===== config.mk =====
export PLATFORM = sky130hd
export DESIGN_NAME = plic_target
export DESIGN_NICKNAME = d
export VERILOG_FILES = /design/src/hdl/soc_irq_pkg.sv /design/src/hdl/plic_target.sv
export SDC_FILE = /design/constraint.sdc
export NUM_CORES = 1
export LEC_CHECK = 0
export BUFFER_PORTS_ARGS = -buffer_cell sky130_fd_sc_hd__buf_2
export CORE_MARGIN = 2
export CORE_UTILIZATION = 40
export DETAILED_ROUTE_END_ITERATION = 16
export GPL_ROUTABILITY_DRIVEN = 0
export PLACE_DENSITY = 0.79
export REMOVE_ABC_BUFFERS = 1
export SKIP_CTS_REPAIR_TIMING = 1
export SYNTH_ARGS = -nofsm -noshare
export SYNTH_HDL_FRONTEND = slang
export SYNTH_SLANG_ARGS = --single-unit

===== constraint.sdc =====
create_clock -name clk_i -period 0.8 [get_ports clk_i]
set_input_delay 0.2 -clock clk_i [delete_from_list [all_inputs] [get_ports clk_i]]
set_output_delay 0.2 -clock clk_i [all_outputs]
set_load 0.005 [all_outputs]

===== src/hdl/soc_irq_pkg.sv =====
// interrupt controller package with source count, id and priority types, offsets and gateway states

package soc_irq_pkg;

    ////////////////////////////////////////
    // sources and ids
    ////////////////////////////////////////

    localparam int NUM_SRC = 4;                           // ids 1..4, id 0 reserved

    typedef logic [2:0]         irq_id_t;                 // 0 means no source
    typedef logic [2:0]         irq_prio_t;               // 0 never beats threshold
    typedef logic [NUM_SRC-1:0] irq_src_vec_t;            // bit k is id k+1

    typedef irq_prio_t [NUM_SRC-1:0] irq_prio_arr_t;      // entry k is id k+1

    ////////////////////////////////////////
    // register offsets in the window
    ////////////////////////////////////////

    typedef logic [11:0] plic_ofs_t;                      // offset inside 4 KiB

    localparam plic_ofs_t PRIO_OFS   = 12'h000;           // id k at PRIO_OFS + 4*k
    localparam plic_ofs_t PEND_OFS   = 12'h080;           // read only
    localparam plic_ofs_t ENABLE_OFS = 12'h100;           // bits 4:1
    localparam plic_ofs_t THRESH_OFS = 12'h180;
    localparam plic_ofs_t CLAIM_OFS  = 12'h184;           // read claims, write completes

    ////////////////////////////////////////
    // gateway fsm
    ////////////////////////////////////////

    typedef enum logic [1:0] {
        IDLE    = 2'd0,                                   // waiting for the line
        PENDING = 2'd1,                                   // visible to the target
        CLAIMED = 2'd2                                    // in service, line masked
    } gw_state_e;

endpackage : soc_irq_pkg


===== src/hdl/plic_target.sv =====
// plic target picking the highest-priority enabled pending source and driving the external irq

module plic_target
    import soc_irq_pkg::*;
(
    input  logic          clk_i,
    input  logic          rst_n_i,
    input  irq_src_vec_t  pending_i,
    input  irq_prio_arr_t prio_i,
    input  irq_src_vec_t  enable_i,
    input  irq_prio_t     threshold_i,
    output irq_id_t       best_id_o,
    output logic          irq_o
);

    irq_id_t   best_id_d;                                 // winner this cycle
    irq_prio_t best_prio;                                 // bar to beat

    ////////////////////////////////////////
    // selection
    ////////////////////////////////////////

    // scan from id 1 upward, strict compare keeps the lowest id on ties
    always_comb begin
        best_id_d = '0;
        best_prio = threshold_i;                          // must exceed threshold
        for (int k = 0; k < NUM_SRC; k++) begin
            if (pending_i[k] && enable_i[k] && (prio_i[k] > best_prio)) begin
                best_id_d = irq_id_t'(k + 1);
                best_prio = prio_i[k];
            end
        end
    end

    ////////////////////////////////////////
    // output register
    ////////////////////////////////////////

    always_ff @(posedge clk_i or negedge rst_n_i) begin
        if (!rst_n_i) begin
            best_id_o <= '0;
            irq_o     <= 1'b0;
        end else begin
            best_id_o <= best_id_d;                       // claim value
            irq_o     <= best_id_d != '0;                 // ext irq, level
        end
    end

endmodule : plic_target


# Yosys cells after proc, flatten, opt, wreduce, memory -nomap -nowiden
# Index checks and enable logic that the tools add are counted.
dict set report totals {
  regBits 4
  inputBits 25
  out_inout_bits 4
  wordCells 22
}
dict set report classes {
  magnitude_cmp 4
  n_mux 7
  n_reduce_logical 9
}
# operator count
set ops {}
lappend ops {{$mux W3} 5}
lappend ops {{$gt A3 B3 Y1} 4}
lappend ops {{$logic_and A1 B1 Y1} 8}
lappend ops {{$reduce_bool A3 Y1} 1}
lappend ops {{$mux W2} 1}
lappend ops {{$mux W1} 1}

# Depth between registers and ports, before layout
# Gate-level depths: netlist of run 1.
dict set report depth {
  word_depth 13
  ltp_mapped 26
}

# Least setup slack after synthesis of run 1
# OpenSTA, ideal clock, no wires.
dict set report synth_path {
  path_type {input to register}
  startpoint {in threshold_i[1]}
  endpoint {reg irq_o}
  setup_time_ps 77
  arrival_ps 4995
  t_required_ps 723
  setup_slack_ps -4273
  cell_stages 25
  path_buffers 0
  path_cell_list {inv_1 -> ha_1 -> and2b_1 -> o311a_1 -> nand2_1 -> o21ai_0 -> ha_1 -> or3b_4 -> nand3b_1 -> nor3_1 -> a311o_1 -> o21a_4 -> mux2i_1 -> ha_1 -> nor2b_1 -> o21a_1 -> o2111ai_1 -> o2111ai_1 -> o211a_1 -> ha_1 -> a21o_1 -> a21oi_1 -> a311oi_1 -> inv_1 -> nand4_1}
}
dict set report synth_via {
  elab_chain_cells 13
}
# element line
set synth_lines {}
lappend synth_lines {{start, declared} plic_target.sv:11} ;# input irq_prio_t threshold_i,
lappend synth_lines {{$gt A3 B3 Y1} plic_target.sv:28} ;# if (pending_i[k] && enable_i[k] && (prio_i[k] > best_prio)) begin
lappend synth_lines {{$logic_and A1 B1 Y1} plic_target.sv:28}
lappend synth_lines {{$mux W3 (*)} plic_target.sv:28}
lappend synth_lines {{$gt A3 B3 Y1} plic_target.sv:28}
lappend synth_lines {{$logic_and A1 B1 Y1} plic_target.sv:28}
lappend synth_lines {{$mux W3 (*)} plic_target.sv:28}
lappend synth_lines {{$gt A3 B3 Y1} plic_target.sv:28}
lappend synth_lines {{$logic_and A1 B1 Y1} plic_target.sv:28}
lappend synth_lines {{$mux W3 (*)} plic_target.sv:28}
lappend synth_lines {{$gt A3 B3 Y1 (*)} plic_target.sv:28}
lappend synth_lines {{$logic_and A1 B1 Y1 (*)} plic_target.sv:28}
lappend synth_lines {{$mux W3 (*)} plic_target.sv:28}
lappend synth_lines {{net best_id_d[2]} plic_target.sv:16} ;# irq_id_t best_id_d;
lappend synth_lines {{$reduce_bool A3 Y1 (*)} plic_target.sv:45} ;# irq_o <= best_id_d != '0;
lappend synth_lines {{end signal, assigned} plic_target.sv:42} ;# irq_o <= 1'b0;
lappend synth_lines {{end signal, assigned} plic_target.sv:45}
lappend synth_lines {{end, declared} plic_target.sv:13} ;# output logic irq_o
# The timed path passes the listed nets; every way through them passes the cells marked *.

# Final worst setup path of run 1
# Same ends and word-level chain as after synthesis.

==> flow_summary.yaml, run 1 <==
route:
  drc: 0
  via_per_inst: 5.89
  first_iter_violations: 30
  totalWireLength_um: 2270
  postRouteAntennaNets: 0
  vias: 901
  drtPass1Iterations: 4
  wl_per_cell_um: 14.8
critical_path:
  endpoint_kind: "flop"
  crit_arrival_ns: 4.87
  startpoint_type: "input pin"
  path_class: "input pin to flop"
  cp_data_required_time_ns: 0.92
  worst-path-max-fanout: 4
placement:
  io_buffers: 28
  dp_hpwl_um: 1770
synthesis:
  syn_inst: 75
  yosysSeqAreaShare_pct: 15.5
  yosys_warnings: 0
  synth_top_flop_cell: "dfrtp_1"
  synth-edff-count: 0
  synth.avg_cell_area_um2: 8.59
  syn-cell-area_um2: 644
  synth-seq-cells: 4
  synth_cell_types: 35
  async_flop_share_pct: 100
sta:
  timing.fmax_ghz: 0.210
  min_period_over_period_pct: 594
  slew_violations: 0
  tns_ns: -16.05
  worstMarginPinSlew_ns: 0.330
  min_period_ns: 4.76
  setup_violations: 8
  rsz0062_at_grt: "true"
  max_slew_margin_pct: 77.7
  hold_viol: 0
  fin_ws_ns: -3.96
run:
  max_cap_violations: 0
global_route:
  overflow: 0
  global_route.usage.total_pct: 21.9
  grt_max_degree: 6
  grt_antenna_before_repair: 0
  grt_pass1_wl_um: 3280
  grt_pass1_vias: 877
cells_and_area:
  regArea_um2: 100
  nets: 174
  fillCellCount: 105
  fin_util_pct: 77.5
  multi_input_area_um2: 591
  final_common_cell: "buf_4"
  layout_common_cells: "buf_4, buf_2, inv_1, nand2_1, ha_1"
  syn2layout_area_growth_pct: 81.2
  final_layout_size_suffix_gt1_share_pct: 58.4
  antenna_cells: 0
power_and_ir_drop:
  total_leakage_power_nw: 0.585
  power_density_nw_per_um2: 1120
  ir_worst_vdd_v: 0.000742
floorplanning:
  die_x_um: 44.1
  core_um2: 1510
  start_util_pct: 42.8
  die_area_um2: 1950
  row_count: 14
  die_h_um: 44.1
  io_pins: 29
clocking:
  path_clk_slew_ns: 0.04
  clockRootBuffer: "clkbuf_4"
  ctsHtreeMaxLevel: 1
  cts_tree: "done"
  cts-buffers-inserted: 3
  clock_path_buffers: 2
  clock-sinks: 4
run_status:
  status: "finished, violations left"
  violations: "setup timing"
hold_path:
  hold_class: "input pin to async pin"
-- per-layer routing --
metal / vias to the layer above / GRT usage (%) / share of wire, %
li1: 425 / - / -
met1: 407 / 24.1 / 36
met2: 59 / 40.3 / 53
met3: 10 / 4.90 / 7.9
met4: 0 / 8.48 / 2.6
met5: - / 0 / 0
-- critical path, cell delays in order --
cell and delay, ns:
buf_8 0.10, inv_6 0.05, ha_4 0.19, and2b_2 0.21
o311a_1 0.30, nand2_1 0.10, o21ai_2 0.07, ha_1 0.30
or3b_4 0.43, nand3b_1 0.10, nor3_1 0.05, a311o_1 0.30
o21a_4 0.22, mux2i_1 0.12, ha_1 0.30, nor2b_1 0.13
o21a_1 0.22, o2111a_1 0.29, o311ai_1 0.29, ha_1 0.21
inv_1 0.04, a21o_1 0.17, a21oi_2 0.14, a311oi_2 0.05
buf_4 0.16, inv_1 0.05, nand4_1 0.08
-- flip-flops by register name (all words and copies together), names as in the netlist --
name and flops:
best_id_o 3, irq_o 1
-- stage by stage --
stage	setup slack (ns)	power, mW	std cells	cell area, µm²	hold WS (ns)
3_5_place_dp	-4.47	0.883	144	992	0.00752
3_3_place_gp	-4.22	0.838	144	992	0.00214
5_1_grt	-4.12	1.41	153	1170	0.291
4_1_cts	-4.22	1.15	147	1010	-0.245
6_report	-3.96	1.30	153	1170	0.296
2_1_floorplan	-4.27	0.568	75	644	-0.0956
-- area by class of cell --
class	count	area share, %
tap	16	1.71
inverter	8	3.00
timing repair buffer	59	34.2
sequential	4	8.57
multi-input combinational	63	50.6
clock buffer	3	1.93
-- synthesized netlist by cell type (2+ instances only) --
master | count | area share (%)
dfrtp_1 | 4 | 16
a21oi_1 | 5 | 3.9
inv_1 | 8 | 4.7
nand2_1 | 6 | 3.5
nand3_1 | 4 | 3.1
o21ai_0 | 4 | 3.1
ha_1 | 10 | 19
nor2_1 | 4 | 2.3
nor3_1 | 2 | 1.6
o2111ai_1 | 3 | 4.1
-- path summary, 6_finish.rpt --
kind                                start  depth (start not counted)                      to  slack [ns]
worst max-delay path       threshold_i[1]                         27         irq_o$_DFF_PN0_       -3.96
worst min-delay path              rst_n_i                          2  best_id_o[1]$_DFF_PN0_        0.30
max in group asynchronous         rst_n_i                          2  best_id_o[0]$_DFF_PN0_        0.38
min in group clk_i            enable_i[3]                          4  best_id_o[2]$_DFF_PN0_        0.34
-- where the power goes --
part	switching (mW)	internal [mW]	total (mW)
Sequential	0.00542	0.231	0.236
Clock	0.0969	0.169	0.266
Combinational	0.364	0.436	0.800
Total	0.466	0.836	1.30
-- logic make-up (layout without fill, tap and decap cells) --
logic type / after synthesis / after routing / share of synthesized area, %
buf+inv: 8 / 70 / 4.66
mux: 2 / 2 / 3.88
fa+ha+maj: 10 / 10 / 19.4
simple gates: 22 / 22 / 17.5
compound gates: 29 / 29 / 39.0
flops: 4 / 4 / 15.5
(Power assumes the default switching activity.)
==> run 2, diff against run 1 <==
--- a/config.mk
+++ b/config.mk
@@ -16,3 +16,4 @@
 export SYNTH_ARGS = -nofsm -noshare
 export SYNTH_HDL_FRONTEND = slang
 export SYNTH_SLANG_ARGS = --single-unit
+export TNS_END_PERCENT = 10
==> run 2 against run 1 <==
The flow still finishes with violations (setup timing); first-iteration DRC count shrank 40%; global-route usage is the same; critical path depth is the same.
==> flow_summary.yaml, run 2 (synthesis results as in run 1) <==
cells_and_area:
  largest_register_ffs: 3
  regMostFlops: "best_id_o"
  nets: 171
  final_layout_size_suffix_gt1_share_pct: 53.7
  fillCellCount: 113
  syn2layout_area_growth_pct: 68.0
  antenna_cells: 0
  regArea_um2: 100
  multi_input_area_um2: 557
  layout_common_cells: "buf_2, buf_4, ha_1, inv_1, nand2_1"
  post-route-cell-area_um2: 1080
  final_common_cell: "buf_2"
  reg_top3: "best_id_o: 3 flops, irq_o: 1 flops"
sta:
  min_period_ns: 4.87
  min_period_over_period_pct: 609
  fin_ws_ns: -4.07
  tns_ns: -16.50
  hold_viol: 0
  max_slew_margin_pct: 75.1
  rsz0062_at_grt: "true"
  slew_violations: 0
  timing.fmax_ghz: 0.205
  worstMarginPinSlew_ns: 0.369
  hold_slack_ns: 0.298
  setup_violations: 8
critical_path:
  crit_arrival_ns: 4.98
  startpoint_type: "input pin"
  crit_end: "irq_o$_DFF_PN0_"
  worst-path-max-fanout: 4
  path_class: "input pin to flop"
  cp_data_required_time_ns: 0.91
  endpoint_kind: "flop"
  startpoint: "threshold_i[1]"
placement:
  place_area_um2: 992
  dp_slack_ns: -4.47
  io_buffers: 28
  dp_hpwl_um: 1770
global_route:
  grtUsageMet1_pct: 24.1
  grt_antenna_before_repair: 0
  overflow: 0
  grt_max_degree: 6
  grt_pass1_vias: 877
  grt_pass1_wl_um: 3280
  groute.layer.met2.usage_pct: 40.3
  grt.busiest_layer: "met2"
  met3_usage_pct: 4.90
  global_route.usage.total_pct: 21.9
floorplanning:
  die_area_um2: 1950
  die_x_um: 44.1
  start_util_pct: 42.8
  die_h_um: 44.1
  io_pins: 29
  core_um2: 1510
  row_count: 14
clocking:
  path_clk_slew_ns: 0.04
  clock-sinks: 4
  ctsHtreeMaxLevel: 1
  cts-buffers-inserted: 3
  clockRootBuffer: "clkbuf_4"
  cts_tree: "done"
  clock_path_buffers: 2
route:
  via_per_inst: 5.82
  wl_per_cell_um: 14.2
  drtPass1Iterations: 4
  postRouteAntennaNets: 0
  vias: 873
  drc: 0
  totalWireLength_um: 2130
  first_iter_violations: 18
run:
  max_cap_violations: 0
hold_path:
  hold_class: "input pin to async pin"
power_and_ir_drop:
  ir_worst_vdd_v: 0.000805
  power_mw: 1.22
  total_leakage_power_nw: 0.563
  power_density_nw_per_um2: 1130
run_status:
  violations: "setup timing"
  status: "finished, violations left"
[run 2: cell types whose count changed in the layout (fill, tap and decap cells not counted), sizes merged]
cell  delta
buf      -3
[run 2: per-stage QoR]
step | util [%] | cells
after floorplan | - | 75
after global placement | 65.9 | 144
after detailed placement | 65.9 | 144
after CTS | 67.4 | 147
after global routing | 71.8 | 150
final | 71.8 | 150
[run 2: worst max-delay path, stage by stage]
cell	delay, ns
buf_2	0.11
inv_2	0.07
ha_4	0.20
and2b_2	0.21
o311a_1	0.31
nand2_1	0.09
o21ai_1	0.09
ha_1	0.30
or3b_4	0.42
buf_4	0.15
a311o_2	0.40
o21a_4	0.13
buf_4	0.14
mux2_4	0.29
ha_1	0.18
nor2b_1	0.10
o21a_1	0.17
o2111ai_2	0.18
o2111ai_1	0.15
o211a_1	0.23
ha_4	0.22
a21o_1	0.17
a21oi_2	0.14
a311oi_2	0.05
buf_4	0.15
inv_1	0.04
nand4_1	0.08
[run 2: worst min path at each step]
stage	endpoint	slack, ns	depth (start not counted)	startpoint
6_report	best_id_o[1]$_DFF_PN0_	0.30	2	rst_n_i
2_1_floorplan	best_id_o[0]$_DFF_PN0_	-0.1	0	rst_n_i
4_1_cts	best_id_o[2]$_DFF_PN0_	-0.25	1	rst_n_i
5_1_grt	best_id_o[1]$_DFF_PN0_	0.30	2	rst_n_i
3_3_place_gp	best_id_o[2]$_DFF_PN0_	0.002	1	rst_n_i
3_5_place_dp	best_id_o[2]$_DFF_PN0_	0.008	1	rst_n_i
[run 2: routing by layer]
metal / share of wire, % / up-vias
li1: - / 415
met1: 36 / 393
met2: 52 / 49
met3: 7.7 / 16
met4: 4.2 / 0
met5: 0 / -
[run 2: final cells by class]
class	count	area share, %
multi-input cells	63	51.4
repair buffers	56	32.6
clock buffers	3	2.08
flip-flops and latches	4	9.25
inverters	8	2.77
well taps	16	1.85
[run 2: power breakdown]
group          leakage (nW)  switching, mW  internal, mW  total [mW]
clock                0.0138         0.0890         0.168       0.257
combinational         0.497          0.337         0.391       0.729
sequential           0.0524        0.00537         0.231       0.236
total                 0.563          0.432         0.791        1.22
==> run 3, diff against run 2 <==
--- a/config.mk
+++ b/config.mk
@@ -9,9 +9,7 @@
 export CORE_MARGIN = 2
 export CORE_UTILIZATION = 40
 export DETAILED_ROUTE_END_ITERATION = 16
-export GPL_ROUTABILITY_DRIVEN = 0
 export PLACE_DENSITY = 0.79
-export REMOVE_ABC_BUFFERS = 1
 export SKIP_CTS_REPAIR_TIMING = 1
 export SYNTH_ARGS = -nofsm -noshare
 export SYNTH_HDL_FRONTEND = slang
==> run 3 against run 2 <==
The run still ends with setup timing left; die area unchanged; clock-buffer cell count unchanged; critical path depth down 2; non-clock buffer count up 6; worst setup slack lost 0.021 ns; clock power increased by 3%; via count decreased by 3.1%; first-iteration DRC count decreased by 28%; total power grew 5.0%; sequential power is essentially flat; global-route usage fell by 0.59 points; hold slack got worse by 0.010 ns; largest power group unchanged.
==> flow_summary.yaml, run 3 (synthesis results as in run 1) <==
sta:
  timing.fmax_ghz: 0.204
  max_slew_margin_pct: 75.7
  min_period_over_period_pct: 612
  min_period_ns: 4.89
  slew_violations: 0
  fin_ws_ns: -4.09
  rsz0062_at_grt: "true"
  worstMarginPinSlew_ns: 0.360
  hold_viol: 0
  setup_violations: 8
cells_and_area:
  final_layout_size_suffix_gt1_share_pct: 58.6
  fillCellCount: 103
  post-route-cell-area_um2: 1170
  nets: 177
  regMostFlops: "best_id_o"
  syn2layout_area_growth_pct: 81.0
  final_common_cell: "buf_4"
  layout_common_cells: "buf_4, buf_2, ha_1, inv_1, nand2_1"
  largest_register_ffs: 3
  reg_top3: "best_id_o: 3 flops, irq_o: 1 flops"
  fin_util_pct: 77.4
  antenna_cells: 0
  final_cells: 156
power_and_ir_drop:
  ir_worst_vdd_v: 0.000605
  total_leakage_power_nw: 0.600
  power_mw: 1.28
  power_density_nw_per_um2: 1100
route:
  postRouteAntennaNets: 0
  wl_per_cell_um: 13.5
  drtPass1Iterations: 4
  vias: 846
  totalWireLength_um: 2100
  first_iter_violations: 13
  via_per_inst: 5.42
  drc: 0
global_route:
  global_route.usage.total_pct: 21.3
  grt_pass1_vias: 803
  grt_antenna_before_repair: 0
  overflow: 0
  grt_pass1_wl_um: 3160
  grt_max_degree: 6
clocking:
  path_clk_slew_ns: 0.04
  clockRootBuffer: "clkbuf_4"
  clock_path_buffers: 2
  ctsHtreeMaxLevel: 1
  clock-sinks: 4
  cts-buffers-inserted: 3
  cts_tree: "done"
hold_path:
  hold_class: "input pin to async pin"
placement:
  dp_hpwl_um: 1620
  dp_cells: 144
  io_buffers: 28
  gp_congestion: 0.834
  place_area_um2: 1020
run_status:
  violations: "setup timing"
  status: "finished, violations left"
floorplanning:
  die_x_um: 44.1
  io_pins: 29
  start_util_pct: 42.8
  die_area_um2: 1950
  row_count: 14
  core_um2: 1510
  die_h_um: 44.1
critical_path:
  cp_data_required_time_ns: 0.98
  crit_arrival_ns: 5.08
  startpoint_type: "input pin"
  path_class: "input pin to flop"
  worst-path-max-fanout: 4
  endpoint_kind: "flop"
  startpoint: "threshold_i[1]"
run:
  max_cap_violations: 0
synthesis:
  syn-num-nets: 110
[run 3: worst max-delay path by stage]
stage               slack (ns)                     end
floorplan                -3.99         irq_o$_DFF_PN0_
global placement         -4.09         irq_o$_DFF_PN0_
detailed placement       -4.27         irq_o$_DFF_PN0_
CTS                      -4.02         irq_o$_DFF_PN0_
global route             -4.34         irq_o$_DFF_PN0_
finish                   -4.09  best_id_o[2]$_DFF_PN0_
[run 3: power by group]
group	switching (mW)	internal (mW)	total (mW)	leakage [nW]
combinational	0.353	0.430	0.783	0.533
sequential	0.00520	0.231	0.236	0.0524
clock	0.0960	0.169	0.265	0.0138
total	0.454	0.830	1.28	0.600
[run 3: worst max-delay path, cell delays in order]
cell,delay (ns)
buf_8,0.10
inv_6,0.05
ha_4,0.19
and2b_2,0.21
o311a_1,0.36
nand2_2,0.08
o21ai_2,0.07
ha_1,0.31
or3b_4,0.42
nand3b_1,0.09
nor3_1,0.05
a311o_1,0.35
o21a_4,0.25
mux2i_1,0.12
ha_1,0.33
nor2b_1,0.13
o21a_1,0.22
o2111ai_4,0.24
nand2_1,0.10
o211a_1,0.25
ha_4,0.27
a21o_1,0.12
a21oi_2,0.05
a311oi_2,0.34
buf_4,0.17
[run 3: per-layer routing]
layer  routed length (µm)  up-vias  track usage (%)
met3                   69        3             1.63
met2                 1200       25             42.6
met4                   21        0             8.48
met5                    0        -                0
li1                     -      425                -
met1                  805      393             22.4
[run 3: per-stage QoR]
| step | setup TNS (ns) | worst slack, ns | hold WS (ns) |
|---|---|---|---|
| floorplan | -15.76 | -3.99 | -0.0956 |
| global placement | -16.23 | -4.09 | 0.00180 |
| detailed placement | -16.87 | -4.27 | 0.0110 |
| CTS | -16.31 | -4.02 | -0.248 |
| global route | -17.80 | -4.34 | 0.306 |
| finish | -16.75 | -4.09 | 0.287 |
[run 3: area by class of cell]
type / instances / area [µm²] / share of cell area [%]
sequential: 4 / 100 / 8.58
tap: 16 / 20.0 / 1.72
timing repair buffer: 62 / 408 / 35.0
clock buffer: 3 / 22.5 / 1.93
inverter: 8 / 35.0 / 3.00
multi-input combinational: 63 / 581 / 49.8
