===== config.mk =====
export PLATFORM = sky130hd
export DESIGN_NAME = bus_decoder_flat
export DESIGN_NICKNAME = d
export VERILOG_FILES = /design/src/hdl/soc_bus_pkg.sv /design/src/hdl/soc_bus_if.sv /design/src/hdl/bus_decoder.sv /design/src/flat_wrapper.sv
export SDC_FILE = /design/constraint.sdc
export NUM_CORES = 1
export LEC_CHECK = 0
export BUFFER_PORTS_ARGS = -buffer_cell sky130_fd_sc_hd__buf_4
export CORE_AREA = 3 3 115 117
export DETAILED_ROUTE_END_ITERATION = 7
export DIE_AREA = 0 0 118 120
export HOLD_SLACK_MARGIN = 0.06
export PLACE_DENSITY = 0.47
export SLEW_MARGIN = 20
export SYNTH_ARGS = -nofsm -noshare
export SYNTH_HDL_FRONTEND = slang
export SYNTH_SLANG_ARGS = --single-unit

===== constraint.sdc =====
create_clock -name clk_i -period 1.4 [get_ports clk_i]
set_input_delay 0.28 -clock clk_i [delete_from_list [all_inputs] [get_ports clk_i]]
set_output_delay 0.28 -clock clk_i [all_outputs]
set_load 0.01 [all_outputs]

===== src/hdl/soc_bus_pkg.sv =====
// fabric bus package with data and address widths, address map and main memory size

package soc_bus_pkg;

    ////////////////////////////////////////
    // bus word types
    ////////////////////////////////////////

    typedef logic [31:0] bus_addr_t;                      // byte address
    typedef logic [31:0] bus_data_t;                      // data word

    ////////////////////////////////////////
    // main memory
    ////////////////////////////////////////

    localparam bus_addr_t MEM_BASE  = 32'h0000_0000;      // bottom of the map
    localparam int        MEM_WORDS = 256;                // 1 KiB of words

    // byte size of the memory window, power of two
    localparam bus_addr_t MEM_BYTES = bus_addr_t'(MEM_WORDS * 4);

    typedef logic [7:0] mem_idx_t;                        // word index, addr[9:2]

    ////////////////////////////////////////
    // interrupt controller window
    ////////////////////////////////////////

    localparam bus_addr_t PLIC_BASE = 32'h0C00_0000;      // same base as the full soc
    localparam bus_addr_t PLIC_SPAN = 32'h0000_1000;      // 4 KiB, aligned

    // everything else in the map is a hole

endpackage : soc_bus_pkg


===== src/hdl/soc_bus_if.sv =====
// strobe request and read response bundle between the address decoder and one slave

interface soc_bus_if
    import soc_bus_pkg::*;
();

    logic      valid;                                     // one-cycle request strobe
    logic      we;                                        // 1 write, 0 read
    bus_addr_t addr;                                      // full byte address
    bus_data_t wdata;                                     // write payload
    logic      rvalid;                                    // read answer, one cycle later
    bus_data_t rdata;                                     // read payload

    // decoder side
    modport master (
        output valid,
        output we,
        output addr,
        output wdata,
        input  rvalid,
        input  rdata
    );

    // memory or plic side, always ready
    modport slave (
        input  valid,
        input  we,
        input  addr,
        input  wdata,
        output rvalid,
        output rdata
    );

endinterface : soc_bus_if


===== src/hdl/bus_decoder.sv =====
// address decoder steering the single master request to memory or plic, with response mux

module bus_decoder
    import soc_bus_pkg::*;
(
    input  logic      clk_i,
    input  logic      rst_n_i,
    input  logic      req_valid_i,
    input  logic      req_we_i,
    input  bus_addr_t req_addr_i,
    input  bus_data_t req_wdata_i,
    soc_bus_if.master mem_bus,
    soc_bus_if.master plic_bus,
    output logic      rsp_valid_o,
    output bus_data_t rsp_rdata_o,
    output logic      rsp_err_o
);

    logic hit_mem;                                        // inside memory window
    logic hit_plic;                                       // inside plic window
    logic miss_rd;                                        // read into a hole
    logic err_q;                                          // pending error answer

    ////////////////////////////////////////
    // address decode
    ////////////////////////////////////////

    // both windows are power-of-two sized and aligned
    assign hit_mem  = (req_addr_i & ~(MEM_BYTES - 1)) == MEM_BASE;
    assign hit_plic = (req_addr_i & ~(PLIC_SPAN - 1)) == PLIC_BASE;
    assign miss_rd  = req_valid_i & ~req_we_i & ~hit_mem & ~hit_plic;

    ////////////////////////////////////////
    // request steering
    ////////////////////////////////////////

    assign mem_bus.valid  = req_valid_i & hit_mem;        // at most one strobe fires
    assign mem_bus.we     = req_we_i;
    assign mem_bus.addr   = req_addr_i;
    assign mem_bus.wdata  = req_wdata_i;

    assign plic_bus.valid = req_valid_i & hit_plic;
    assign plic_bus.we    = req_we_i;
    assign plic_bus.addr  = req_addr_i;
    assign plic_bus.wdata = req_wdata_i;

    // unmapped writes just vanish, unmapped reads answer next cycle
    always_ff @(posedge clk_i or negedge rst_n_i) begin
        if (!rst_n_i) begin
            err_q <= 1'b0;
        end else begin
            err_q <= miss_rd;                             // aligns with slave rvalid
        end
    end

    ////////////////////////////////////////
    // response mux
    ////////////////////////////////////////

    assign rsp_valid_o = mem_bus.rvalid | plic_bus.rvalid | err_q;
    assign rsp_err_o   = err_q;

    always_comb begin
        if (mem_bus.rvalid) begin
            rsp_rdata_o = mem_bus.rdata;
        end else if (plic_bus.rvalid) begin
            rsp_rdata_o = plic_bus.rdata;
        end else begin
            rsp_rdata_o = '0;                             // error and idle read zero
        end
    end

endmodule : bus_decoder


===== src/flat_wrapper.sv =====
// flat-port wrapper written by rule: the top's interface ports become plain ports
module bus_decoder_flat import soc_bus_pkg::*;
  (clk_i, rst_n_i, req_valid_i, req_we_i, req_addr_i, req_wdata_i, rsp_valid_o, rsp_rdata_o, rsp_err_o, mem_bus_valid, mem_bus_we, mem_bus_addr, mem_bus_wdata, mem_bus_rvalid, mem_bus_rdata, plic_bus_valid, plic_bus_we, plic_bus_addr, plic_bus_wdata, plic_bus_rvalid, plic_bus_rdata);
  soc_bus_if mem_bus_i ();
  soc_bus_if plic_bus_i ();
  input  logic clk_i;
  input  logic rst_n_i;
  input  logic req_valid_i;
  input  logic req_we_i;
  input  bus_addr_t req_addr_i;
  input  bus_data_t req_wdata_i;
  output logic rsp_valid_o;
  output bus_data_t rsp_rdata_o;
  output logic rsp_err_o;
  output wire logic [$bits(mem_bus_i.valid)-1:0] mem_bus_valid;
  output wire logic [$bits(mem_bus_i.we)-1:0] mem_bus_we;
  output wire logic [$bits(mem_bus_i.addr)-1:0] mem_bus_addr;
  output wire logic [$bits(mem_bus_i.wdata)-1:0] mem_bus_wdata;
  input wire logic [$bits(mem_bus_i.rvalid)-1:0] mem_bus_rvalid;
  input wire logic [$bits(mem_bus_i.rdata)-1:0] mem_bus_rdata;
  output wire logic [$bits(plic_bus_i.valid)-1:0] plic_bus_valid;
  output wire logic [$bits(plic_bus_i.we)-1:0] plic_bus_we;
  output wire logic [$bits(plic_bus_i.addr)-1:0] plic_bus_addr;
  output wire logic [$bits(plic_bus_i.wdata)-1:0] plic_bus_wdata;
  input wire logic [$bits(plic_bus_i.rvalid)-1:0] plic_bus_rvalid;
  input wire logic [$bits(plic_bus_i.rdata)-1:0] plic_bus_rdata;
  assign mem_bus_valid = mem_bus_i.valid;
  assign mem_bus_we = mem_bus_i.we;
  assign mem_bus_addr = mem_bus_i.addr;
  assign mem_bus_wdata = mem_bus_i.wdata;
  assign mem_bus_i.rvalid = mem_bus_rvalid;
  assign mem_bus_i.rdata = mem_bus_rdata;
  assign plic_bus_valid = plic_bus_i.valid;
  assign plic_bus_we = plic_bus_i.we;
  assign plic_bus_addr = plic_bus_i.addr;
  assign plic_bus_wdata = plic_bus_i.wdata;
  assign plic_bus_i.rvalid = plic_bus_rvalid;
  assign plic_bus_i.rdata = plic_bus_rdata;
  bus_decoder u_core (.clk_i(clk_i), .rst_n_i(rst_n_i), .req_valid_i(req_valid_i), .req_we_i(req_we_i), .req_addr_i(req_addr_i), .req_wdata_i(req_wdata_i), .mem_bus(mem_bus_i), .plic_bus(plic_bus_i), .rsp_valid_o(rsp_valid_o), .rsp_rdata_o(rsp_rdata_o), .rsp_err_o(rsp_err_o));
endmodule

---- After elaboration in Yosys (flattened, before gate mapping) ----
Index checks and enable logic that the tools add are counted.
W data, S select, Z words.
cells by class
  reduce and logical (&&, ||, !) cells .... 1
  multiplexer cells ....................... 2
  bitwise operators ....................... 10
  eq/ne operators ......................... 1
operators with widths
  cell                    number
  $mux W32                2
  $logic_not A32 Y1       1
  $eq A20 B16 Y1 const B  1
  $and A1 B1 Y1           5
  $not A1 Y1              3
  $or A1 B1 Y1            2
storage, ports and cells
  bits in registers ....................... 1
  logic and storage cells ................. 15
  input port bits ......................... 134

---- Logic depth before layout (Yosys ltp) ----
Gate-level depths: netlist (run 1).
  depth in word-level cells ............... 4
  depth in mapped cells ................... 4

---- Worst setup path before layout (run 1) ----
No wires, ideal clock.
  kind .................................... input-to-output
  from .................................... input mem_bus_rvalid
  to ...................................... output rsp_rdata_o[13]
  stages on the path ...................... 4
  path buffers ............................ 2
  slack ................................... -0.005 ns
  required time ........................... 1.120 ns
  arrival ................................. 1.125 ns
  cells stage by stage .................... clkbuf_1 nor2b_1 clkbuf_1 a22o_1
between the ends
  cells in the longest elaborated chain, start to end .. 1
ends and longest elaborated chain
  what             line                text
  start, declared  flat_wrapper.sv:19  input wire logic [$bits(mem_bus_i.rvalid)-1:0] mem_bus_rvalid;
  $mux W32         bus_decoder.sv:64   if (mem_bus.rvalid) begin
  end, declared    flat_wrapper.sv:13  output bus_data_t rsp_rdata_o;
Every way passes these cells.

---- Worst setup path after layout (run 1) ----
  from .................................... input req_addr_i[10]
  to ...................................... register u_core.err_q (netlist: u_core.rsp_err_o)
between the ends
  cells in the longest elaborated chain, start to end .. 4
ends and longest elaborated chain
  what                        line                text
  start, declared             flat_wrapper.sv:10  input bus_addr_t req_addr_i;
  $logic_not A32 Y1           bus_decoder.sv:29   assign hit_mem = (req_addr_i & ~(MEM_BYTES - 1)) == MEM_BASE;
  $not A1 Y1                  bus_decoder.sv:31   assign miss_rd = req_valid_i & ~req_we_i & ~hit_mem & ~hit_plic;
  $and A1 B1 Y1 (2 in a row)  bus_decoder.sv:31
  via u_core.miss_rd          bus_decoder.sv:21   logic miss_rd;
  end signal, assigned        bus_decoder.sv:52   err_q <= miss_rd;
  end, declared               bus_decoder.sv:22   logic err_q;
The timed path passes the listed nets, and every way through them passes these cells.

==> flow_summary_export.csv, run 1 <==
group,metric,value,unit
run_status,status,"finished with violations",
run_status,violations,"setup timing",
setup_path,setup.worst_path.start_class,"primary input",
place,gp_congestion,0.787,
cells_and_area,nets,396,
detailed_routing,drt_iter0_drc,23,
cells_and_area,largest_reg_flops,1,
cells_and_area,drive_gt1_share,84.2,%
power_and_ir_drop,p_comb_share,95.8,%
setup_path,arrival,1.37,ns
die,core,12500,um2
min_path,hold_path_class,"primary input to output port",
power_and_ir_drop,finalPower,0.000786,W
setup_path,crit_type,"primary input to register",
synthesis,yosysUniqueCellTypes,17,
sta,layout_setup_ws,-0.112,ns
place,io_buffer_count,173,
detailed_routing,routed_via_density,3.44,
global_route,grt_pass1_wl,7250,um
setup_path,end_kind,"register",
die,rows,41,
setup_path,path_max_fanout,2,
synthesis,netlist_area,1410,um2
min_path,hold_start,"req_wdata_i[7]",
place,dp_hpwl,4270,um
synthesis,muxShareOfSynthArea,0,%
detailed_routing,drt-total-wl,5290,um
global_route,grt.total_usage,6.03,%
synthesis,synthSimpleGateAreaFrac,6.64,%
synthesis,yosysSeqAreaShare,1.77,%
sta,period_share,108,%
power_and_ir_drop,pwr-share-seq,4.2,%
clock_network,clk_pin_slew_worst_paths,0,ns
sta,setup_viol,3,
sta,maxSlewHeadroom,83.6,%
synthesis,synth_nets,323,
synthesis,synth.ff_latch_count,1,
power_and_ir_drop,switching_share,35.8,%
global_route,grt_pass1_vias,1453,
detailed_routing,wl_met2,2640,um
global_route,gr-total-overflow,0,
cells_and_area,antennaDiodeCount,0,
sta,fmax,661,MHz
power_and_ir_drop,p_int,0.000505,W
sta,worstMarginPinSlew,0.245,ns
detailed_routing,top_layer_used,"met4",
sta,hold_violations,0,
synthesis,synth.avg_cell_area,7.47,um2
synthesis,yosysTopAreaCell,"buf_4",
detailed_routing,drt-met1-wl,1760,um
power_and_ir_drop,power-per-cell-area,331,nW/um2
power_and_ir_drop,switchingPower,0.000282,W
cells_and_area,syn2layout_area_growth,68.1,%
detailed_routing,drtPass1Iterations,4,
setup_path,critPathRequiredTime,1.26,ns
synthesis,synth_top_area_share,69.1,%
die,dieWidth,118,um
power_and_ir_drop,pwr-share-clk,0,%
sta,fin_hold_ws,0.560,ns
power_and_ir_drop,irDropWorstVdd,0.0882,mV
synthesis,synth_area_leaders,"buf_4 (69%), a22o_1 (19%), dfrtp_1 (1.8%)",
setup_path,crit_start,"req_addr_i[10]",
place,dpl_worst_slack,-0.570,ns
synthesis,synth-xor-area-share,0,%
detailed_routing,vias,1485,
cells_and_area,fin_cells,432,
sta,post-route-min-period,1.51,ns
global_route,antenna_found_initial,0,
synthesis,syn_inst,189,
synthesis,yosysWarnings,0,
synthesis,synthAdderAreaFrac,0,%
cells_and_area,nFillCells,1385,
detailed_routing,wl_met3,857,um
flow_run,maxCapViolations,0,
synthesis,synth_top_family_by_area,"buffers and inverters",
synthesis,synth_compound_area_share,20.3,%
min_path,min_path_cells,0,
sta,slew_viol_final,0,
die,dieArea,14200,um2
die,initial_core_util,11.3,%
sta,rsz0062_at_grt,"yes",
min_path,min_to,"mem_bus_wdata[7]",
global_route,grt_max_degree,35,
detailed_routing,drc_errors,0,
die,fp.dieH,120,um
die,num_io_pins,300,
detailed_routing,wl_per_cell,12.2,um
detailed_routing,ant_nets,0,
power_and_ir_drop,power_leakage,1.21,nW
place,post-place-cells,423,
## power by group through the flow
stage                     Sequential, W  Combinational, W  Clock [W]
after detailed placement      0.0000331          0.000680          0
after global placement        0.0000329          0.000680          0
after global routing          0.0000333          0.000800          0
final                         0.0000331          0.000753          0
after floorplan               0.0000323          0.000525          0
after CTS                     0.0000331          0.000722          0
## cells by family after synthesis
logic type | count (synthesis)
buffers and inverters | 138
AO/OA/AOI/OAI | 33
AND/OR/NAND/NOR | 17
flip-flops | 1
## area by class of cell
cell class              count  area (um2)  share of cell area [%]
inverters                   1        3.75                   0.158
repair buffers            207        1640                    69.2
multi-input cells          51         488                    20.5
well taps                 172         215                    9.06
flip-flops and latches      1        25.0                    1.05
## cell usage after synthesis, drive strengths merged
cell,n
and2,1
nor3,2
clkbuf,6
or4,1
nand2,4
o21ai,1
nand3,2
nor2b,1
nor2,1
or3,1
dfrtp,1
a22o,31
o311a,1
buf,131
inv,1
nor4,4
## worst max path at each step
stage | end | slack (ns)
after CTS | u_core.rsp_err_o | -0.14
after floorplan | rsp_rdata_o[13] | -0.005
after detailed placement | rsp_rdata_o[21] | -0.57
final | u_core.rsp_err_o | -0.11
after global routing | u_core.rsp_err_o | -0.16
after global placement | rsp_rdata_o[4] | -0.51
## per-stage QoR
stage	utilization (%)	instance area [um2]	TNS, ns
CTS	18.1	2260	-0.337
finish	19.1	2370	-0.219
detailed placement	17.0	2120	-17.76
floorplan	-	1410	-0.0988
global route	19.1	2370	-0.390
global placement	17.0	2120	-16.60
## cell usage in the layout (no fill, tap or decap)
master | Yosys | layout
and2_4 | 0 | 1
a22o_1 | 31 | 31
nor3_2 | 0 | 2
nor4_4 | 0 | 3
nand3_4 | 0 | 1
inv_1 | 1 | 1
or4_4 | 1 | 1
dlygate4sd3_1 | 0 | 1
dfrtp_1 | 1 | 1
nor2b_4 | 0 | 2
buf_12 | 0 | 4
clkbuf_16 | 0 | 1
o21ai_0 | 1 | 1
or3_4 | 0 | 1
nor2_1 | 1 | 1
nor4_2 | 0 | 1
nand3_2 | 0 | 1
nand2_1 | 4 | 4
buf_4 | 130 | 196
o311a_1 | 1 | 1
buf_6 | 0 | 5
## metal layers
metal / GRT usage, % / up-vias
li1: - / 655
met1: 5.88 / 639
met2: 11.3 / 186
met3: 3.82 / 5
met4: 0.366 / 0
met5: 0 / -
## what timing repair did
action | CTS | global route
resized for setup | 23 | 1
pin swaps | 8 | 1
setup endpoints to repair | 35 | 26
cloned | 1 | 1
buffers inserted | 0 | 6
hold buffers | 1 | 0
hold endpoints to repair | 1 | 0
## critical path: stages
cell and delay [ns]:
buf_4 0.11, or4_4 0.51, and2_4 0.16, o311a_1 0.31
(Power assumes the default switching activity.)
==> run 2, diff against run 1 <==
clock period = 1.2 ns   (was 1.4 ns; I/O delays follow)
==> run 2 against run 1 <==
  * The flow still finishes with violations (setup timing)
  * Worst setup slack got worse by 0.15 ns
  * Sequential share of layout area down 0.052 points
  * Final area increased by 5.2%
  * Largest cell class unchanged
==> flow_summary_export.csv, run 2 (synthesis gave the netlist of run 1 again) <==
group,metric,value,unit
setup_path,critPathRequiredTime,1.07,ns
detailed_routing,wl_per_cell,13.0,um
cells_and_area,final_common_cell,"buf_4",
sta,fmax,683,MHz
min_path,hold_start,"req_wdata_i[17]",
sta,fin_hold_ws,0.480,ns
cells_and_area,antennaDiodeCount,0,
detailed_routing,drt_iter0_drc,30,
sta,slew_viol_final,0,
sta,layout_setup_ws,-0.263,ns
sta,setup_viol,20,
detailed_routing,drc_errors,0,
place,post-place-cells,421,
sta,maxSlewHeadroom,83.8,%
place,gp_congestion,0.777,
sta,worstMarginPinSlew,0.241,ns
sta,hold_violations,0,
global_route,antenna_found_initial,0,
flow_run,maxCapViolations,0,
setup_path,cp_slowest_cell,"or4_4",
min_path,hold_path_class,"primary input to output port",
setup_path,critical-path-max-stage-delay,0.53,ns
die,num_io_pins,300,
global_route,grt_max_degree,18,
cells_and_area,nFillCells,1371,
cells_and_area,largest_reg_flops,1,
sta,rsz0062_at_grt,"yes",
place,io_buffer_count,173,
die,fp.dieH,120,um
global_route,grt_pass1_wl,7810,um
sta,tns,-1.44,ns
run_status,violations,"setup timing",
die,dieArea,14200,um2
power_and_ir_drop,finalPower,0.000978,W
cells_and_area,syn2layout_area_growth,76.8,%
global_route,grt.total_usage,6.58,%
setup_path,crit_type,"primary input to register",
detailed_routing,ant_nets,0,
setup_path,crit_start,"req_addr_i[11]",
cells_and_area,fin_cells,432,
cells_and_area,mostFrequentLayoutCells,"buf_4 (173), a22o_1 (31), buf_6 (25), buf_12 (5), nand2_1 (4)",
setup_path,crit_chain,"buf_6 -> or4_4 -> and2_4 -> o311a_4",
detailed_routing,drtPass1Iterations,4,
global_route,grt_pass1_vias,1494,
power_and_ir_drop,power_leakage,1.26,nW
place,dp_hpwl,4320,um
setup_path,path_max_fanout,2,
die,initial_core_util,11.3,%
sta,period_share,122,%
global_route,gr-total-overflow,0,
power_and_ir_drop,irDropWorstVdd,0.122,mV
run_status,status,"finished with violations",
cells_and_area,drive_gt1_share,85.0,%
sta,post-route-min-period,1.46,ns
detailed_routing,routed_via_density,3.41,
die,dieWidth,118,um
die,rows,41,
setup_path,setup.worst_path.start_class,"primary input",
setup_path,end_kind,"register",
detailed_routing,vias,1475,
die,core,12500,um2
power_and_ir_drop,power-per-cell-area,392,nW/um2
setup_path,arrival,1.33,ns
detailed_routing,drt-total-wl,5600,um
clock_network,clk_pin_slew_worst_paths,0,ns
cells_and_area,nets,396,
[run 2: area by class of cell]
class	count	area [um2]	share of cell area (%)
multi-input cells	51	495	19.8
inverters	1	3.75	0.150
flip-flops and latches	1	25.0	1.00
well taps	172	215	8.62
repair buffers	207	1760	70.4
[run 2: power breakdown]
part           switching (W)  internal (W)   total, W  leakage (nW)
combinational       0.000341      0.000600   0.000941          1.24
clock                      0             0          0             0
sequential        0.00000102     0.0000361  0.0000371        0.0129
total               0.000342      0.000636   0.000978          1.26
[run 2: worst paths after layout]
check	end	slack, ns	cells past startpoint
max	u_core.rsp_err_o	-0.26	4
min	plic_bus_wdata[17]	0.48	0
max in group asynchronous	u_core.rsp_err_o	0.55	2
min in group asynchronous	u_core.rsp_err_o	0.57	2
[run 2: repair_timing]
item / 4_1_cts / 5_1_grt
setup buffers: 5 / 2
pin swaps: 18 / 15
hold buffers: 1 / 0
endpoints found under the setup margin: 35 / 36
cloned: 2 / 1
resized for setup: 30 / 21
hold endpoints to repair: 1 / 0
[run 2: through the flow]
step	setup WS [ns]	area, um2	utilization [%]
2_1_floorplan	-0.0969	1430	-
3_3_place_gp	-0.637	2110	16.9
3_5_place_dp	-0.686	2110	16.9
4_1_cts	-0.273	2370	19.0
5_1_grt	-0.290	2500	20.0
6_report	-0.263	2500	20.0
[run 2: layer usage]
metal	global-route usage (%)	part of all wire (%)	vias up	routed length (um)
met5	0	0	-	0
met4	0	0	0	0
met3	4.10	15	0	850
met2	11.8	49	160	2750
met1	6.99	36	655	2000
li1	-	-	660	-
[run 2: critical path, delay by kind of cell]
family,cells,cell delay [ns]
AND/OR/NAND/NOR,2,0.69
AO/OA/AOI/OAI,1,0.31
buffers and inverters,1,0.09
==> run 3, diff against run 2 <==
SETUP_SLACK_MARGIN = 0.5   (was not set)
==> run 3 against run 2 <==
  * The run still ends with setup timing left
  * Core utilization rose by 4.1 points
  * Die area stayed put
  * Routed wire length grew 7.9%
  * Final cell count is 2.5% higher
  * Global-route usage up 0.95 points
==> flow_summary_export.csv, run 3 (synthesis gave the netlist of run 1 again) <==
group,metric,value,unit
place,dpl_worst_slack,-0.360,ns
setup_path,critPathRequiredTime,1.07,ns
sta,post-route-min-period,1.43,ns
cells_and_area,mostFrequentLayoutCells,"buf_6 (109), buf_4 (86), a22o_1 (31), buf_8 (18), nor4_4 (4)",
place,post-place-cells,425,
setup_path,crit_type,"primary input to register",
setup_path,crit_chain,"buf_6 -> or4_4 -> and2_4 -> o311a_1",
setup_path,crit_family,"simple AND/OR/NAND/NOR gates",
sta,rsz0062_at_grt,"yes",
power_and_ir_drop,power_leakage,1.45,nW
detailed_routing,routed_via_density,3.44,
power_and_ir_drop,finalPower,0.00116,W
global_route,grt_pass1_vias,1653,
setup_path,critical-path-max-stage-delay,0.53,ns
cells_and_area,seqCellArea,25.0,um2
flow_run,maxCapViolations,0,
place,gp_congestion,0.743,
sta,worstMarginPinSlew,0.247,ns
detailed_routing,vias,1522,
die,dieWidth,118,um
setup_path,arrival,1.30,ns
cells_and_area,nets,407,
power_and_ir_drop,irDropWorstVdd,0.177,mV
setup_path,setup.worst_path.start_class,"primary input",
cells_and_area,final_common_cell,"buf_6",
detailed_routing,ant_nets,0,
cells_and_area,nFillCells,1358,
cells_and_area,syn2layout_area_growth,113,%
place,dp_hpwl,4750,um
global_route,antenna_found_initial,0,
sta,hold_violations,0,
setup_path,path_max_fanout,2,
die,rows,41,
die,initial_core_util,11.3,%
sta,tns,-1.87,ns
min_path,hold_path_class,"primary input to async pin",
detailed_routing,wl_per_cell,13.6,um
sta,maxSlewHeadroom,83.5,%
global_route,grt.total_usage,7.53,%
global_route,gr-total-overflow,0,
detailed_routing,drtPass1Iterations,4,
global_route,grt_max_degree,11,
cells_and_area,fin_cells,443,
place,io_buffer_count,173,
die,fp.dieH,120,um
sta,fmax,699,MHz
sta,setup_viol,34,
die,core,12500,um2
clock_network,clk_pin_slew_worst_paths,0,ns
sta,period_share,119,%
setup_path,end_kind,"register",
cells_and_area,multi_input_area,515,um2
sta,slew_viol_final,0,
place,dpl-instance-area,2160,um2
power_and_ir_drop,power-per-cell-area,387,nW/um2
setup_path,cp_slowest_cell,"or4_4",
global_route,grt_pass1_wl,8830,um
setup_path,worst-path-buf-inv,1,
detailed_routing,drt_iter0_drc,36,
cells_and_area,drive_gt1_share,85.6,%
sta,layout_setup_ws,-0.231,ns
detailed_routing,drt-total-wl,6050,um
cells_and_area,largest_reg_flops,1,
cells_and_area,antennaDiodeCount,0,
die,num_io_pins,300,
detailed_routing,drc_errors,0,
run_status,status,"finished with violations",
cells_and_area,stdcell_area,3000,um2
run_status,violations,"setup timing",
die,dieArea,14200,um2
## run 3: cell types whose count changed in the layout (fill, tap and decap cells not counted), sizes merged
cell	delta
buf	+12
dlymetal6s4s	+1
clkbuf	-1
dlygate4sd3	-1
## run 3: final cells by class
type,instances,area share (%)
timing repair buffer,218,74.7
multi-input combinational,51,17.2
tap,172,7.17
sequential,1,0.833
inverter,1,0.125
## run 3: path summary, 6_finish.rpt
path / start / to / depth (start not counted) / slack [ns]
worst max-delay path: req_addr_i[11] / u_core.rsp_err_o / 4 / -0.23
worst min-delay path: rst_n_i / u_core.rsp_err_o / 2 / 0.24
max in group asynchronous: rst_n_i / u_core.rsp_err_o / 2 / 0.88
min in group clk_i: req_wdata_i[6] / mem_bus_wdata[6] / 0 / 0.48
## run 3: metrics by stage
| step | utilization [%] | hold slack (ns) |
|---|---|---|
| floorplan | - | -0.0556 |
| global placement | 17.4 | 0.0172 |
| detailed placement | 17.4 | 0.0169 |
| CTS | 23.7 | 0.480 |
| global route | 24.1 | 0.284 |
| finish | 24.1 | 0.238 |
## run 3: power by group
part / total [W] / internal [W] / switching [W]
Sequential: 0.0000389 / 0.0000361 / 0.00000282
Clock: 0 / 0 / 0
Combinational: 0.00112 / 0.000744 / 0.000380
## run 3: what timing repair did
action | CTS | global route
buffers inserted | 14 | 1
setup endpoints to repair | 83 | 79
pin swaps | 15 | 3
gates resized for setup | 159 | 9
hold endpoints to repair | 1 | 0
cloned | 2 | 0
hold buffers | 1 | 0
## run 3: metal layers
| layer | routed length [um] | track usage, % |
|---|---|---|
| met5 | 0 | 0 |
| met4 | 0 | 0.147 |
| met3 | 808 | 3.96 |
| met2 | 2940 | 12.9 |
| met1 | 2300 | 8.91 |
